===== src/design/mpm_pkg.sv =====
`default_nettype none

package mpm_pkg;

  localparam int MAP_BANK_W = 3; // Wide enough for up to 8 main banks.

  typedef enum logic [1:0] {
    ST_RUN,
    ST_EVICT_RD,
    ST_EVICT_WR
  } map_state_e;

  typedef enum logic {
    SRC_BANK,
    SRC_CACHE
  } rd_src_e;

  // One entry per row, naming the bank whose newest word sits in the cache.
  typedef struct packed {
    logic                  valid;
    logic [MAP_BANK_W-1:0] bank;
  } map_entry_t;

endpackage

`default_nettype wire


===== src/design/mpm_access_if.sv =====
`default_nettype none

interface mpm_access_if import mpm_pkg::*; #(
  parameter int WIDTH = 32,
  parameter int NUMVBNK = 8,
  parameter int NUMVROW = 64,
  localparam int BVB = $clog2(NUMVBNK),
  localparam int BVR = $clog2(NUMVROW)
) ();

  logic             bank_wr1;
  logic [BVB-1:0]   bank_wr1_bank;
  logic [BVR-1:0]   bank_wr1_row;
  logic [WIDTH-1:0] bank_wr1_data;
  logic             bank_wr2;
  logic [BVB-1:0]   bank_wr2_bank;
  logic [BVR-1:0]   bank_wr2_row;
  logic [WIDTH-1:0] bank_wr2_data;
  logic             cache_wr;
  logic [BVR-1:0]   cache_wr_row;
  logic [WIDTH-1:0] cache_wr_data;
  logic             rd1;
  logic [BVB-1:0]   rd1_bank;
  logic [BVR-1:0]   rd1_row;
  rd_src_e          rd1_src;
  logic             rd2;
  logic [BVB-1:0]   rd2_bank;
  logic [BVR-1:0]   rd2_row;
  rd_src_e          rd2_src;
  logic             evict_rd; // Uses cache read port 1.
  logic [BVR-1:0]   evict_row;

  modport map (
    output bank_wr1, bank_wr1_bank, bank_wr1_row, bank_wr1_data,
    output bank_wr2, bank_wr2_bank, bank_wr2_row, bank_wr2_data,
    output cache_wr, cache_wr_row, cache_wr_data,
    output rd1, rd1_bank, rd1_row, rd1_src, rd2, rd2_bank, rd2_row, rd2_src,
    output evict_rd, evict_row
  );

  modport mux (
    input bank_wr1, bank_wr1_bank, bank_wr1_row, bank_wr1_data,
    input bank_wr2, bank_wr2_bank, bank_wr2_row, bank_wr2_data,
    input cache_wr, cache_wr_row, cache_wr_data,
    input rd1, rd1_bank, rd1_row, rd1_src, rd2, rd2_bank, rd2_row, rd2_src,
    input evict_rd, evict_row
  );

endinterface

`default_nettype wire


===== src/design/mpm_resp_if.sv =====
`default_nettype none

interface mpm_resp_if #(
  parameter int WIDTH = 32
) ();

  logic             resp_valid1;
  logic [WIDTH-1:0] resp_data1;
  logic             resp_evict; // Port 1 word belongs to a cache write-back.
  logic             resp_valid2;
  logic [WIDTH-1:0] resp_data2;

  modport source (
    output resp_valid1, resp_data1, resp_evict, resp_valid2, resp_data2
  );

  modport sink (
    input resp_valid1, resp_data1, resp_evict, resp_valid2, resp_data2
  );

endinterface

`default_nettype wire


===== src/design/mpm_port_mux.sv =====
`default_nettype none

module mpm_port_mux import mpm_pkg::*; #(
  parameter int WIDTH = 32,
  parameter int NUMVBNK = 8,
  parameter int NUMVROW = 64,
  parameter int READ_DELAY = 2,
  localparam int BVB = $clog2(NUMVBNK),
  localparam int BVR = $clog2(NUMVROW)
) (
  input  wire               clk,
  input  wire               rst_n,
  mpm_access_if.mux         acc,
  mpm_resp_if.source        resp,
  output logic [NUMVBNK-1:0] bank_we,
  output logic [BVR-1:0]    bank_waddr [NUMVBNK],
  output logic [WIDTH-1:0]  bank_wdata [NUMVBNK],
  output logic [NUMVBNK-1:0] bank_re1,
  output logic [NUMVBNK-1:0] bank_re2,
  output logic [BVR-1:0]    bank_raddr1,
  output logic [BVR-1:0]    bank_raddr2,
  input  wire  [WIDTH-1:0]  bank_rdata1 [NUMVBNK],
  input  wire  [WIDTH-1:0]  bank_rdata2 [NUMVBNK],
  output logic [1:0]        cache_we,
  output logic [BVR-1:0]    cache_waddr [2],
  output logic [WIDTH-1:0]  cache_wdata [2],
  output logic [1:0]        cache_re,
  output logic [BVR-1:0]    cache_raddr [2],
  input  wire  [WIDTH-1:0]  cache_rdata [2],
  output logic [WIDTH-1:0]  evict_data
);

  localparam int L = READ_DELAY - 1;

  logic [READ_DELAY-1:0] vld1_q;
  logic [READ_DELAY-1:0] vld2_q;
  logic [READ_DELAY-1:0] evict_q;
  logic [BVB-1:0]        bnk1_q [READ_DELAY];
  logic [BVB-1:0]        bnk2_q [READ_DELAY];
  rd_src_e               src1_q [READ_DELAY];
  rd_src_e               src2_q [READ_DELAY];

  always_comb begin
    for (int b = 0; b < NUMVBNK; b++) begin
      bank_we[b]  = (acc.bank_wr1 && acc.bank_wr1_bank == BVB'(b)) ||
                    (acc.bank_wr2 && acc.bank_wr2_bank == BVB'(b));
      bank_re1[b] = acc.rd1 && (acc.rd1_src == SRC_BANK) && (acc.rd1_bank == BVB'(b));
      bank_re2[b] = acc.rd2 && (acc.rd2_src == SRC_BANK) && (acc.rd2_bank == BVB'(b));
      if (acc.bank_wr2 && acc.bank_wr2_bank == BVB'(b)) begin // Write 2 wins the bank.
        bank_waddr[b] = acc.bank_wr2_row;
        bank_wdata[b] = acc.bank_wr2_data;
      end else begin
        bank_waddr[b] = acc.bank_wr1_row;
        bank_wdata[b] = acc.bank_wr1_data;
      end
    end
  end

  assign bank_raddr1 = acc.rd1_row;
  assign bank_raddr2 = acc.rd2_row;

  // Both cache copies take every write so each can serve one read port.
  assign cache_we    = {2{acc.cache_wr}};
  assign cache_waddr = '{acc.cache_wr_row, acc.cache_wr_row};
  assign cache_wdata = '{acc.cache_wr_data, acc.cache_wr_data};

  assign cache_re[0]    = (acc.rd1 && acc.rd1_src == SRC_CACHE) || acc.evict_rd;
  assign cache_re[1]    = acc.rd2 && acc.rd2_src == SRC_CACHE;
  assign cache_raddr[0] = acc.evict_rd ? acc.evict_row : acc.rd1_row;
  assign cache_raddr[1] = acc.rd2_row;
  assign evict_data     = cache_rdata[0];

  always_ff @(posedge clk) begin
    if (!rst_n) begin
      vld1_q  <= '0;
      vld2_q  <= '0;
      evict_q <= '0;
    end else begin
      for (int i = L; i > 0; i--) begin
        vld1_q[i]  <= vld1_q[i-1];
        vld2_q[i]  <= vld2_q[i-1];
        evict_q[i] <= evict_q[i-1];
      end
      vld1_q[0]  <= acc.rd1;
      vld2_q[0]  <= acc.rd2;
      evict_q[0] <= acc.evict_rd;
    end
  end

  always_ff @(posedge clk) begin
    for (int i = L; i > 0; i--) begin
      bnk1_q[i] <= bnk1_q[i-1];
      bnk2_q[i] <= bnk2_q[i-1];
      src1_q[i] <= src1_q[i-1];
      src2_q[i] <= src2_q[i-1];
    end
    bnk1_q[0] <= acc.rd1_bank;
    bnk2_q[0] <= acc.rd2_bank;
    src1_q[0] <= acc.rd1_src;
    src2_q[0] <= acc.rd2_src;
  end

  assign resp.resp_valid1 = vld1_q[L] || evict_q[L];
  assign resp.resp_evict  = evict_q[L];
  assign resp.resp_data1  = (evict_q[L] || src1_q[L] == SRC_CACHE) ? cache_rdata[0]
                                                                   : bank_rdata1[bnk1_q[L]];
  assign resp.resp_valid2 = vld2_q[L];
  assign resp.resp_data2  = (src2_q[L] == SRC_CACHE) ? cache_rdata[1] : bank_rdata2[bnk2_q[L]];

endmodule

`default_nettype wire


===== src/flat_wrapper.sv =====
// flat-port wrapper written by rule: the top's interface ports become plain ports
module mpm_port_mux_flat import mpm_pkg::*;
#(
  parameter int WIDTH = 32,
  parameter int NUMVBNK = 8,
  parameter int NUMVROW = 64,
  parameter int READ_DELAY = 2,
  localparam int BVB = $clog2(NUMVBNK),
  localparam int BVR = $clog2(NUMVROW)
)
  (clk, rst_n, bank_we, bank_waddr, bank_wdata, bank_re1, bank_re2, bank_raddr1, bank_raddr2, bank_rdata1, bank_rdata2, cache_we, cache_waddr, cache_wdata, cache_re, cache_raddr, cache_rdata, evict_data, acc_bank_wr1, acc_bank_wr1_bank, acc_bank_wr1_row, acc_bank_wr1_data, acc_bank_wr2, acc_bank_wr2_bank, acc_bank_wr2_row, acc_bank_wr2_data, acc_cache_wr, acc_cache_wr_row, acc_cache_wr_data, acc_rd1, acc_rd1_bank, acc_rd1_row, acc_rd1_src, acc_rd2, acc_rd2_bank, acc_rd2_row, acc_rd2_src, acc_evict_rd, acc_evict_row, resp_resp_valid1, resp_resp_data1, resp_resp_evict, resp_resp_valid2, resp_resp_data2);
  mpm_access_if #(.WIDTH(WIDTH), .NUMVBNK(NUMVBNK), .NUMVROW(NUMVROW)) acc_i ();
  mpm_resp_if #(.WIDTH(WIDTH)) resp_i ();
  input  wire clk;
  input  wire rst_n;
  output logic [NUMVBNK-1:0] bank_we;
  output logic [BVR-1:0] bank_waddr[NUMVBNK];
  output logic [WIDTH-1:0] bank_wdata[NUMVBNK];
  output logic [NUMVBNK-1:0] bank_re1;
  output logic [NUMVBNK-1:0] bank_re2;
  output logic [BVR-1:0] bank_raddr1;
  output logic [BVR-1:0] bank_raddr2;
  input  wire  [WIDTH-1:0] bank_rdata1[NUMVBNK];
  input  wire  [WIDTH-1:0] bank_rdata2[NUMVBNK];
  output logic [1:0] cache_we;
  output logic [BVR-1:0] cache_waddr[2];
  output logic [WIDTH-1:0] cache_wdata[2];
  output logic [1:0] cache_re;
  output logic [BVR-1:0] cache_raddr[2];
  input  wire  [WIDTH-1:0] cache_rdata[2];
  output logic [WIDTH-1:0] evict_data;
  input wire logic [$bits(acc_i.bank_wr1)-1:0] acc_bank_wr1;
  input wire logic [$bits(acc_i.bank_wr1_bank)-1:0] acc_bank_wr1_bank;
  input wire logic [$bits(acc_i.bank_wr1_row)-1:0] acc_bank_wr1_row;
  input wire logic [$bits(acc_i.bank_wr1_data)-1:0] acc_bank_wr1_data;
  input wire logic [$bits(acc_i.bank_wr2)-1:0] acc_bank_wr2;
  input wire logic [$bits(acc_i.bank_wr2_bank)-1:0] acc_bank_wr2_bank;
  input wire logic [$bits(acc_i.bank_wr2_row)-1:0] acc_bank_wr2_row;
  input wire logic [$bits(acc_i.bank_wr2_data)-1:0] acc_bank_wr2_data;
  input wire logic [$bits(acc_i.cache_wr)-1:0] acc_cache_wr;
  input wire logic [$bits(acc_i.cache_wr_row)-1:0] acc_cache_wr_row;
  input wire logic [$bits(acc_i.cache_wr_data)-1:0] acc_cache_wr_data;
  input wire logic [$bits(acc_i.rd1)-1:0] acc_rd1;
  input wire logic [$bits(acc_i.rd1_bank)-1:0] acc_rd1_bank;
  input wire logic [$bits(acc_i.rd1_row)-1:0] acc_rd1_row;
  input wire logic [$bits(acc_i.rd1_src)-1:0] acc_rd1_src;
  input wire logic [$bits(acc_i.rd2)-1:0] acc_rd2;
  input wire logic [$bits(acc_i.rd2_bank)-1:0] acc_rd2_bank;
  input wire logic [$bits(acc_i.rd2_row)-1:0] acc_rd2_row;
  input wire logic [$bits(acc_i.rd2_src)-1:0] acc_rd2_src;
  input wire logic [$bits(acc_i.evict_rd)-1:0] acc_evict_rd;
  input wire logic [$bits(acc_i.evict_row)-1:0] acc_evict_row;
  output wire logic [$bits(resp_i.resp_valid1)-1:0] resp_resp_valid1;
  output wire logic [$bits(resp_i.resp_data1)-1:0] resp_resp_data1;
  output wire logic [$bits(resp_i.resp_evict)-1:0] resp_resp_evict;
  output wire logic [$bits(resp_i.resp_valid2)-1:0] resp_resp_valid2;
  output wire logic [$bits(resp_i.resp_data2)-1:0] resp_resp_data2;
  assign acc_i.bank_wr1 = acc_bank_wr1;
  assign acc_i.bank_wr1_bank = acc_bank_wr1_bank;
  assign acc_i.bank_wr1_row = acc_bank_wr1_row;
  assign acc_i.bank_wr1_data = acc_bank_wr1_data;
  assign acc_i.bank_wr2 = acc_bank_wr2;
  assign acc_i.bank_wr2_bank = acc_bank_wr2_bank;
  assign acc_i.bank_wr2_row = acc_bank_wr2_row;
  assign acc_i.bank_wr2_data = acc_bank_wr2_data;
  assign acc_i.cache_wr = acc_cache_wr;
  assign acc_i.cache_wr_row = acc_cache_wr_row;
  assign acc_i.cache_wr_data = acc_cache_wr_data;
  assign acc_i.rd1 = acc_rd1;
  assign acc_i.rd1_bank = acc_rd1_bank;
  assign acc_i.rd1_row = acc_rd1_row;
  assign acc_i.rd1_src = acc_rd1_src;
  assign acc_i.rd2 = acc_rd2;
  assign acc_i.rd2_bank = acc_rd2_bank;
  assign acc_i.rd2_row = acc_rd2_row;
  assign acc_i.rd2_src = acc_rd2_src;
  assign acc_i.evict_rd = acc_evict_rd;
  assign acc_i.evict_row = acc_evict_row;
  assign resp_resp_valid1 = resp_i.resp_valid1;
  assign resp_resp_data1 = resp_i.resp_data1;
  assign resp_resp_evict = resp_i.resp_evict;
  assign resp_resp_valid2 = resp_i.resp_valid2;
  assign resp_resp_data2 = resp_i.resp_data2;
  mpm_port_mux #(.WIDTH(WIDTH), .NUMVBNK(NUMVBNK), .NUMVROW(NUMVROW), .READ_DELAY(READ_DELAY)) u_core (.clk(clk), .rst_n(rst_n), .acc(acc_i), .resp(resp_i), .bank_we(bank_we), .bank_waddr(bank_waddr), .bank_wdata(bank_wdata), .bank_re1(bank_re1), .bank_re2(bank_re2), .bank_raddr1(bank_raddr1), .bank_raddr2(bank_raddr2), .bank_rdata1(bank_rdata1), .bank_rdata2(bank_rdata2), .cache_we(cache_we), .cache_waddr(cache_waddr), .cache_wdata(cache_wdata), .cache_re(cache_re), .cache_raddr(cache_raddr), .cache_rdata(cache_rdata), .evict_data(evict_data));
endmodule

===== config.mk =====
export PLATFORM = sky130hd
export DESIGN_NAME = mpm_port_mux_flat
export DESIGN_NICKNAME = d
export VERILOG_FILES = /design/src/design/mpm_pkg.sv /design/src/design/mpm_access_if.sv /design/src/design/mpm_resp_if.sv /design/src/design/mpm_port_mux.sv /design/src/flat_wrapper.sv
export SDC_FILE = /design/constraint.sdc
export NUM_CORES = 1
export LEC_CHECK = 0
export ABC_CLOCK_PERIOD_IN_PS = 2500
export BUFFER_PORTS_ARGS = -buffer_cell sky130_fd_sc_hd__buf_2
export CAP_MARGIN = 10
export CELL_PAD_IN_SITES_DETAIL_PLACEMENT = 0
export CELL_PAD_IN_SITES_GLOBAL_PLACEMENT = 1
export CORE_AREA = 2 2 485 487
export CTS_BUF_LIST = sky130_fd_sc_hd__clkbuf_2
export DETAILED_ROUTE_END_ITERATION = 10
export DIE_AREA = 0 0 487 489
export PLACE_DENSITY = 0.3
export SETUP_SLACK_MARGIN = 0.02
export SLEW_MARGIN = 20
export SYNTH_ARGS = -nofsm -noshare
export SYNTH_HDL_FRONTEND = slang
export SYNTH_SLANG_ARGS = --single-unit

===== constraint.sdc =====
create_clock -name clk -period 2.5 [get_ports clk]
set_input_delay 0.125 -clock clk [delete_from_list [all_inputs] [get_ports clk]]
set_output_delay 0.125 -clock clk [all_outputs]
set_load 0.005 [all_outputs]

==> summary.md, run 1 <==
| Metric | Value |
|---|---|
| Run status | finished with violations |
| Max-slew violation count | 0 |
| Leakage | between 9 and 10 nW |
| Fin crit share | 100% |
| Setup CP Type | flip-flop to output pin |
| Post-route ant nets | 0 |
| Fraction of registers with async set/reset | 0% |
| Die width | 487 um |
| Worst skew pair latency | 0.57 ns |
| CP endpoint kind | output pin |
| Synthesized cell area | a little over 10000 um^2 |
| Min cycle time layout | about 2.5 ns |
| RSZ-0062 raised after global routing | true |
| Io pins | about 1300 |
| CTS Buffer Depth | 2 |
| Cell row count | about 180 |
| Layout net count | a little under 3000 |
| CP Data Required Time | 2.38 ns |
| Vias | between 10000 and 15000 |
| Placed cell area | between 15000 and 20000 um^2 |
| Hold WS | between 0.2 and 0.3 ns |
| Peak supply drop | approximately 0.15 mV |
| Worst-margin pin slew | roughly 0.59 ns |
| Ys Warns | 0 |
| Pre-antenna DRT Iters | 4 |
| Largest area contributor in the synthesized netlist | mux2_2 |
| Utilization after layout | a little under a tenth |
| Number of synthesized register bits | 22 |
| Yosys top cell area share | 47.3% |
| Part of the Yosys area used for sequential elements | under 10% |
| Synth top area cells | mux2_2 (47%), mux2i_1 (13%), buf_4 (10%) |
| Layout cells sized above 1 | a little over four fifths |
| Net Count, Synth | 1873 |
| Max-cap violations | 0 |
| Post-synth EDFFs | 0 |
| Synth unique cells | 29 |
| Syn Inst Count | between 1000 and 1500 |
| Failing checks | negative setup slack |
| Starting Density | under 10% |
| CP startpoint kind | flip-flop |
| Crit Path Max Fanout | 8 |
| Setup WS pre-CTS | -0.0543 ns |
| Residual DRC | 0 |
| Post-route cell area | ~22000 um^2 |
| Gpl congestion | 0.810 |
| WL final | approximately 120 mm |
| Average size of a mapped cell | 8.91 um^2 |
| Core Area | between 200000 and 250000 um^2 |
| Highest clock rate | approximately 400 MHz |
| Final WS setup | -0.0118 ns |
| Htree depth | 1 |
| Synth-to-layout area growth | 113% |
| Dpl hpwl | 104 mm |
| Primary FF master, synth | dfxtp_1 |
| Crit path DAT | between 2 and 2.5 ns |
| CTS Buf Count | 3 |
| All-layer global routing usage | approximately a tenth |
| Final setup fails | 2 |
| Setup TNS Final | -0.0203 ns |
| Wire per inst | 23.4 um |
| PD cells | 212 nW/um^2 |
| Global-route wire length before repair | roughly 150 mm |
| CTS tree | built |
| Root Buffer | clkbuf_2 |
| # port buffers | around 1100 |
| CTS clk-pin slew, worst paths | 0.34 ns |
| Sink Count | 22 |
| Die Footprint | 238000 um^2 |
| Largest net degree at the start of global routing | 40 |
| Initial DRC count | 340 |
| Vias in the first global route | about 15000 |
| Final-report hold violation count | 0 |
| Die height | roughly 500 um |
| Initial antenna violation count | 34 |
| Hold Path Class | primary input to output pin |
| Remaining global-route overflow | 0 |
| Rel. slew slack | 60.7% |
| Via/cell ratio | between 2 and 3 |
| Clock skew | between 0.04 and 0.05 ns |
## metal layers
metal  vias to the layer above  global-route usage, %  share of wire [%]
met5                         -                      0               0.14
met3                       170                   3.01                8.2
met2                       960                   19.3                 56
li1                       6318                      -                  -
met4                        26                   5.23                6.0
met1                      6436                   7.77                 29
## cell usage in the layout, fill, tap and decap left out, types with 21 or more instances in the layout
cell type / n
mux2i_1: 106
buf_2: 1114
nand2_1: 69
a22o_1: 56
o31ai_1: 21
o31ai_2: 30
mux2_4: 41
buf_12: 34
mux2_2: 387
o22ai_4: 25
o22ai_2: 29
buf_4: 54
## stage by stage
| step | instances | total power, mW |
|---|---|---|
| detailed placement | 5160 | 3.70 |
| global route | 5254 | 4.87 |
| CTS | 5221 | 4.56 |
| finish | 5254 | 4.58 |
| floorplan | 1143 | 1.75 |
| global placement | 5160 | 3.73 |
## flip-flops by register name, indices dropped and copies added (netlist names)
| name | flops |
|---|---|
| u_core.evict_q | 2 |
| u_core.vld2_q | 2 |
| u_core.bnk1_q | 6 |
| u_core.bnk2_q | 6 |
| u_core.src2_q | 2 |
| u_core.vld1_q | 2 |
| u_core.src1_q | 2 |
## cell type report
class / instances / area [um^2]
clock buffer: 3 / 15.0
fill: 27500 / 212000
tap: 3060 / 3830
multi-input combinational: 893 / 9570
antenna: 13 / 32.5
clock inverter: 1 / 30.0
sequential: 22 / 465
timing repair buffer: 1262 / 7700
## critical path: stages (launching register included)
cell and delay [ns]:
dfxtp_4 0.47, buf_12 0.15, buf_16 0.14, mux2i_2 0.16, a22o_1 0.25, o31ai_4 0.39
buf_4 0.18, buf_2 0.10
## synthesized netlist by cell type (all sizes together), types with 2 or more instances
cell	n
a22o	64
and2	7
buf	188
clkbuf	41
dfxtp	22
mux2	438
mux2i	128
nand2	71
nand2b	10
nand3b	2
nand4b	2
nor2	14
nor2b	4
nor3	8
o21ai	4
o21bai	2
o22ai	64
o31ai	64
or2	4
or3b	2
## cell families (layout without fill, tap and decap cells)
logic type	after synthesis	after routing	share of synthesized area (%)
and+or+nand+nor	127	128	5.84
other	0	13	0
muxes	566	566	61.0
DFF	22	22	4.33
buffers and inverters	229	1266	14.2
AOI/OAI and AO/OA	199	199	14.6
## power by group
part / switching [mW] / internal, mW / total (mW) / leakage [nW]
clock: 0.215 / 0.138 / 0.352 / 0.0267
sequential: 0.0295 / 0.369 / 0.398 / 0.187
combinational: 1.96 / 1.86 / 3.83 / 9.09
## path summary, 6_finish.rpt
| path | startpoint | end | slack (ns) | cells past startpoint |
|---|---|---|---|---|
| max | u_core.bnk1_q[0][3] | resp_resp_data1[6] | -0.01 | 7 |
| min | acc_cache_wr_data[26] | cache_wdata[26] | 0.25 | 0 |
| max reg2reg | u_core.vld2_q[0] | u_core.vld2_q[1] | 1.94 | 1 |
| min reg2reg | u_core.bnk1_q[0][1] | u_core.bnk1_q[0][4] | 0.34 | 0 |
## timing repair
action,in CTS,in global routing
gates cloned,11,9
hold buffers,14,0
hold endpoints to repair,14,0
pin swaps,37,45
setup endpoints to repair,64,55
resized for setup,222,86
setup buffers,32,12
Note: power is estimated with default switching activity, not from simulation.
==> run 2, diff against run 1 <==
--- a/config.mk
+++ b/config.mk
@@ -5,15 +5,15 @@
 export SDC_FILE = /design/constraint.sdc
 export NUM_CORES = 1
 export LEC_CHECK = 0
-export ABC_CLOCK_PERIOD_IN_PS = 2500
+export ABC_CLOCK_PERIOD_IN_PS = 2200
 export BUFFER_PORTS_ARGS = -buffer_cell sky130_fd_sc_hd__buf_2
 export CAP_MARGIN = 10
 export CELL_PAD_IN_SITES_DETAIL_PLACEMENT = 0
 export CELL_PAD_IN_SITES_GLOBAL_PLACEMENT = 1
-export CORE_AREA = 2 2 485 487
+export CORE_AREA = 2 2 488 490
 export CTS_BUF_LIST = sky130_fd_sc_hd__clkbuf_2
 export DETAILED_ROUTE_END_ITERATION = 10
-export DIE_AREA = 0 0 487 489
+export DIE_AREA = 0 0 490 492
 export PLACE_DENSITY = 0.3
 export SETUP_SLACK_MARGIN = 0.02
 export SLEW_MARGIN = 20
==> constraint.sdc (replaced) <==
create_clock -name clk -period 2.2 [get_ports clk]
set_input_delay 0.11 -clock clk [delete_from_list [all_inputs] [get_ports clk]]
set_output_delay 0.11 -clock clk [all_outputs]
set_load 0.005 [all_outputs]
==> run 2 against run 1 <==
Effect of this change: the run still ends with negative setup slack left; utilization increased by 0.37 points; cell area rose by 5.2%; routed wire length rose by 4.0%; largest cell class unchanged.
==> summary.md, run 2 (same netlist as run 1, synthesis figures left out) <==
| Metric | Value |
|---|---|
| Run status | finished with violations (unchanged) |
| Failing checks | negative setup slack (unchanged) |
| CP endpoint kind | output pin (unchanged) |
| Clock skew | 0.0105 ns (was 0.0471 ns) |
| Placed cell area | 19400 um^2 (was 19000 um^2) |
| Layout cells sized above 1 | 84.9% (was 84.1%) |
| Comb pwr share | 87.8% (was 83.6%) |
| Setup WS pre-CTS | -0.307 ns (was -0.0543 ns) |
| Non-filler cells, final | 5426 (was 5254) |
| # port buffers | 1125 (unchanged) |
| Rel. slew slack | 59.7% (was 60.7%) |
| Final Power | 5.27 mW (was 4.58 mW) |
| Commonest non-fill, non-tap cells in the layout | buf_2 (1112), mux2_2 (364), mux2i_1 (103), buf_4 (73), nand2_1 (69) (was buf_2 (1114), mux2_2 (387), mux2i_1 (106), nand2_1 (69), a22o_1 (56)) |
| Crit path DAT | 2.14 ns (was 2.39 ns) |
| Switching pwr | 2.52 mW (was 2.21 mW) |
| Die width | 490 um (was 487 um) |
| CP cell instances | buf_12 > buf_6 > buf_8 > mux2_4 > o22ai_4 > o31ai_2 > buf_4 > buf_6 (was buf_12 > buf_16 > mux2i_2 > a22o_1 > o31ai_4 > buf_4 > buf_2) |
| Final setup fails | 11 (was 2) |
| Worst-margin pin slew | 0.603 ns (was 0.589 ns) |
| Highest clock rate | 444 MHz |
| Core Area | 236000 um^2 (was 234000 um^2) |
| Hold WS | 0.163 ns (was 0.250 ns) |
| Synth-to-layout area growth | 124% (was 113%) |
| Biggest regs | u_core.bnk1_q (6), u_core.bnk2_q (6) (unchanged) |
| Via/cell ratio | 2.62 (was 2.65) |
| CTS tree | built (unchanged) |
| WP buf/inv | 5 (was 4) |
| Switch share | 47.8% (was 48.2%) |
| RSZ-0062 raised after global routing | true (unchanged) |
| CTS Buffer Depth | 2 (unchanged) |
| Final-report hold violation count | 0 (unchanged) |
| Min cycle time layout | about 2.3 ns |
| Dpl hpwl | 110 mm (was 104 mm) |
| Hold Path Class | primary input to flip-flop (was primary input to output pin) |
| Top delay family on crit path | buffers and inverters (was compound AO/OA/AOI/OAI gates) |
| Htree depth | 1 (unchanged) |
| Final WS setup | -0.0511 ns (was -0.0118 ns) |
| Gpl congestion | 0.968 (was 0.810) |
| Peak supply drop | 0.134 mV (was 0.148 mV) |
| Leakage | 9.76 nW (was 9.31 nW) |
| Residual DRC | 0 (unchanged) |
| Setup CP Type | flip-flop to output pin (unchanged) |
| CTS Buf Count | 3 (unchanged) |
| Max-slew violation count | 0 (unchanged) |
| Worst skew pair latency | 0.38 ns (was 0.57 ns) |
| Post-route cell area | 22800 um^2 (was 21600 um^2) |
| CP startpoint kind | flip-flop (unchanged) |
| Starting Density | 4.31% (was 4.36%) |
| Commonest non-fill, non-tap cell in the layout | buf_2 (unchanged) |
| Sink Count | 22 (unchanged) |
| Die height | 492 um (was 489 um) |
| Global-route wire length before repair | 160 mm (was 150 mm) |
| Post-route ant nets | 0 (unchanged) |
| PD cells | 231 nW/um^2 (was 212 nW/um^2) |
| Die Footprint | 241000 um^2 (was 238000 um^2) |
| Remaining global-route overflow | 0 (unchanged) |
| All-layer global routing usage | 9.95% (was 9.44%) |
| Vias in the first global route | 15200 (was 14700) |
| Critical-path top delay cell | dfxtp_4 (unchanged) |
| Layout net count | 2966 (was 2912) |
| Root Buffer | clkbuf_2 (unchanged) |
| Vias | 14200 (was 13900) |
| Number of placed cells counting well taps | 5299 (was 5160) |
| WL final | 128 mm (was 123 mm) |
| Cell row count | 179 (was 178) |
| Wire per inst | 23.6 um (was 23.4 um) |
| CTS clk-pin slew, worst paths | 0.24 ns (was 0.34 ns) |
| Max-cap violations | 0 (unchanged) |
| Slowest stage delay, CP | 0.44 ns (was 0.47 ns) |
| Initial DRC count | 520 (was 340) |
| Pre-antenna DRT Iters | 6 (was 4) |
| Largest net degree at the start of global routing | 40 (unchanged) |
| Fin crit share | 102% |
| CP Data Required Time | 2.09 ns (was 2.38 ns) |
| Clock Power Share | 3.8% (was 7.7%) |
| Cell mode on critical path | buf_6 |
| Initial antenna violation count | 41 (was 34) |
| Internal power | 2.75 mW (was 2.37 mW) |
| Crit Path Max Fanout | 7 (was 8) |
| Io pins | 1261 (unchanged) |
| Sequential share of power | 8.4% (was 8.7%) |
[run 2: layout make-up]
cell class	instances	area (um^2)
timing repair buffer	1316	8380
tap	3167	3960
clock buffer	4	20.0
multi-input combinational	893	9880
fill	27700	214000
sequential	22	469
antenna	24	60.1
[run 2: power by group through the flow]
stage / Combinational, mW / Sequential (mW) / Clock, mW
6_report: 4.62 / 0.444 / 0.201
5_1_grt: 4.91 / 0.449 / 0.239
4_1_cts: 4.57 / 0.452 / 0.236
3_5_place_dp: 3.84 / 0.455 / 0
3_3_place_gp: 3.87 / 0.456 / 0
2_1_floorplan: 1.55 / 0.434 / 0
[run 2: repair_timing]
action | 4_1_cts | 5_1_grt
endpoints found under the setup margin | 64 | 64
gates cloned | 16 | 6
hold buffers | 13 | 0
setup buffers | 50 | 29
hold endpoints to repair | 14 | 0
gates resized for setup | 293 | 109
pin swaps | 57 | 62
[run 2: metrics by stage]
stage               TNS (ns)  utilization, %
floorplan                  0               -
global placement      -0.372            8.22
detailed placement    -0.385            8.22
CTS                    -5.88            9.28
global route           -5.04            9.63
finish                -0.288            9.64
[run 2: final timing paths]
path	cells past startpoint	to	slack, ns	startpoint
setup / recovery	8	resp_resp_data1[30]	-0.05	u_core.bnk1_q[0][3]
hold / removal	2	u_core.evict_q[0]	0.16	acc_evict_rd
hold reg to reg	0	u_core.src1_q[0][1]	0.34	u_core.src1_q[0][0]
setup reg to reg	1	u_core.vld1_q[1]	1.64	u_core.vld1_q[0]
[run 2: per-layer routing]
layer	wire length (um)	GRT usage (%)	vias to the layer above	part of all wire, %
met5	80	0	-	0.062
met4	6890	3.93	14	5.4
met3	10500	3.23	144	8.2
met2	73900	21.2	953	58
met1	36700	8.07	6627	29
li1	-	-	6455	-
==> run 3, diff against run 2 <==
--- a/config.mk
+++ b/config.mk
@@ -14,7 +14,7 @@
 export CTS_BUF_LIST = sky130_fd_sc_hd__clkbuf_2
 export DETAILED_ROUTE_END_ITERATION = 10
 export DIE_AREA = 0 0 490 492
-export PLACE_DENSITY = 0.3
+export PLACE_DENSITY_LB_ADDON = 0.08
 export SETUP_SLACK_MARGIN = 0.02
 export SLEW_MARGIN = 20
 export SYNTH_ARGS = -nofsm -noshare
==> run 3 against run 2 <==
Effect of this change: the run still ends with negative setup slack left; sequential cell count did not move; register-to-register slack about the same; utilization decreased by 0.20 points; via count grew 1.1%; clock power grew 18%; worst setup slack worse by 0.18 ns; combinational power is 5.0% lower; routed wire length fell by 1.8%; first-iteration DRC count fell by 8.8%; sequential power increased by 2%.
==> summary.md, run 3 (same netlist as run 1, synthesis figures left out) <==
| Metric | Value |
|---|---|
| Largest net degree at the start of global routing | 40 (unchanged) |
| FF-to-FF Start | u_core.evict_q[0] (was u_core.vld1_q[0]) |
| Starting Density | 4.31% (unchanged) |
| CTS clk-pin slew, worst paths | 0.33 ns (was 0.24 ns) |
| Root Buffer | clkbuf_2 (unchanged) |
| CP startpoint kind | flip-flop (unchanged) |
| Final setup fails | 44 (was 11) |
| # port buffers | 1125 (unchanged) |
| Worst skew pair latency | 0.46 ns (was 0.38 ns) |
| Post-route cell area | 22300 um^2 (was 22800 um^2) |
| Worst-margin pin slew | 0.503 ns (was 0.603 ns) |
| Leakage | 9.60 nW (was 9.76 nW) |
| Initial DRC count | 474 (was 520) |
| Commonest non-fill, non-tap cells in the layout | buf_2 (1115), mux2_2 (364), mux2i_1 (116), nand2_1 (69), mux2_4 (64) (was buf_2 (1112), mux2_2 (364), mux2i_1 (103), buf_4 (73), nand2_1 (69)) |
| Layout cells sized above 1 | 83.4% (was 84.9%) |
| Post-route ant nets | 0 (unchanged) |
| Reg2Reg Depth | 1 (unchanged) |
| Dpl hpwl | 102 mm (was 110 mm) |
| Hold WS | 0.220 ns (was 0.163 ns) |
| CP endpoint kind | output pin (unchanged) |
| Crit Path Max Fanout | 6 (was 7) |
| CTS Buffer Depth | 2 (unchanged) |
| Core Area | 236000 um^2 (unchanged) |
| R2r setup slk | 1.64 ns (about the same) |
| All-layer global routing usage | 9.79% (was 9.95%) |
| Vias | 14300 (was 14200) |
| Crit path DAT | 2.32 ns (was 2.14 ns) |
| CTS tree | built (unchanged) |
| Clock skew | 0.0188 ns (was 0.0105 ns) |
| Initial antenna violation count | 114 (was 41) |
| Sink Count | 22 (unchanged) |
| Min cycle time layout | 2.43 ns (was 2.25 ns) |
| Residual DRC | 0 (unchanged) |
| Utilization after layout | 9.43% (was 9.64%) |
| Placed cell area | 19000 um^2 (was 19400 um^2) |
| Pre-antenna DRT Iters | 4 (was 6) |
| WL final | 126 mm (was 128 mm) |
| Io pins | 1261 (unchanged) |
| Max-slew violation count | 0 (unchanged) |
| Setup CP Type | flip-flop to output pin (unchanged) |
| Wire per inst | 23.3 um (was 23.6 um) |
| Remaining global-route overflow | 0 (unchanged) |
| Final Power | 5.08 mW (was 5.27 mW) |
| Synth-to-layout area growth | 119% (was 124%) |
| Commonest non-fill, non-tap cell in the layout | buf_2 (unchanged) |
| PD cells | 228 nW/um^2 (was 231 nW/um^2) |
| Gpl congestion | 0.826 (was 0.968) |
| Max-cap violations | 0 (unchanged) |
| Highest clock rate | 411 MHz (was 444 MHz) |
| Failing checks | negative setup slack (unchanged) |
| CP Data Required Time | 2.09 ns (about the same) |
| Die height | 492 um (unchanged) |
| Peak supply drop | 0.127 mV (was 0.134 mV) |
| Final-report hold violation count | 0 (unchanged) |
| Crit. Startpoint | u_core.bnk1_q[0][3] (unchanged) |
| Layout net count | 2927 (was 2966) |
| Vias in the first global route | 15300 (was 15200) |
| RSZ-0062 raised after global routing | true (unchanged) |
| Rel. slew slack | 66.4% (was 59.7%) |
| Cell row count | 179 (unchanged) |
| Via/cell ratio | 2.65 (was 2.62) |
| CTS Buf Count | 3 (unchanged) |
| Run status | finished with violations (unchanged) |
| Die width | 490 um (unchanged) |
| Htree depth | 1 (unchanged) |
| Hold Path Class | primary input to output pin (was primary input to flip-flop) |
| Setup crit end | resp_resp_data1[11] (was resp_resp_data1[30]) |
| Fin crit share | 111% (was 102%) |
| Biggest regs | u_core.bnk1_q (6), u_core.bnk2_q (6) (unchanged) |
| Global-route wire length before repair | 160 mm (about the same) |
| Die Footprint | 241000 um^2 (unchanged) |
| Critical R2R Capture | u_core.evict_q[1] (was u_core.vld1_q[1]) |
| Final WS setup | -0.234 ns (was -0.0511 ns) |
run 3: cell types whose count changed in the layout (fill, tap and decap cells not counted), moves of 9 or more:
| cell | change |
|---|---|
| buf_12 | -18 |
| buf_16 | +18 |
| buf_4 | -25 |
| buf_6 | -9 |
| buf_8 | -10 |
| diode_2 | +23 |
| mux2i_1 | +13 |
| mux2i_4 | -9 |
| o22ai_4 | -12 |
run 3: final cells by class:
class | count | area, um^2
antenna | 47 | 118
clock buffer | 3 | 15.0
fill | 27600 | 214000
multi-input combinational | 895 | 9640
sequential | 22 | 469
tap | 3167 | 3960
timing repair buffer | 1275 | 8080
run 3: through the flow:
stage               std cells  TNS (ns)  setup WS, ns
floorplan                1143         0         0.795
global placement         5254    -0.852        -0.613
detailed placement       5254    -0.490        -0.272
CTS                      5349    -15.07        -0.502
global route             5375    -15.22        -0.424
finish                   5409     -4.71        -0.234
run 3: critical path, cell delays in order (launching register included):
cell     delay [ns]
dfxtp_4        0.46
buf_12         0.15
buf_16         0.15
buf_12         0.13
buf_12         0.12
mux2_2         0.27
o22ai_2        0.11
o31ai_4        0.31
buf_6          0.16
run 3: worst min-delay path by stage:
stage                     cells past startpoint       startpoint                   to  slack, ns
final                                         0   acc_rd2_row[1]       bank_raddr2[1]       0.22
after global routing                          0   acc_rd2_row[1]       bank_raddr2[1]       0.22
after CTS                                     0   acc_rd2_row[0]       bank_raddr2[0]       0.22
after detailed placement                      0   acc_rd2_row[0]       bank_raddr2[0]       0.22
after global placement                        0   acc_rd2_row[0]       bank_raddr2[0]       0.22
after floorplan                               0  acc_rd1_bank[0]  u_core.bnk1_q[0][0]       0.14
run 3: repair_timing:
action                     in CTS  in global routing
hold endpoints to repair       14                  0
setup endpoints to repair      64                 64
setup buffers                  49                 14
resized for setup             280                 60
cloned                         31                  4
hold buffers                   14                  0
pin swaps                      89                 43
run 3: where the power goes:
group | total [mW] | switching (mW) | internal, mW
clock | 0.238 | 0.201 | 0.0366
combinational | 4.39 | 2.21 | 2.18
sequential | 0.452 | 0.0334 | 0.418
run 3: metal layers:
metal  global-route usage [%]  part of all wire, %  wire (um)  up-vias
met5                        0                 0.41        520        -
met4                     1.37                  1.6       1970       90
met3                     3.72                  9.0      11300      167
met2                     17.4                   49      61900      803
met1                     11.3                   40      50100     6846
li1                         -                    -          -     6438
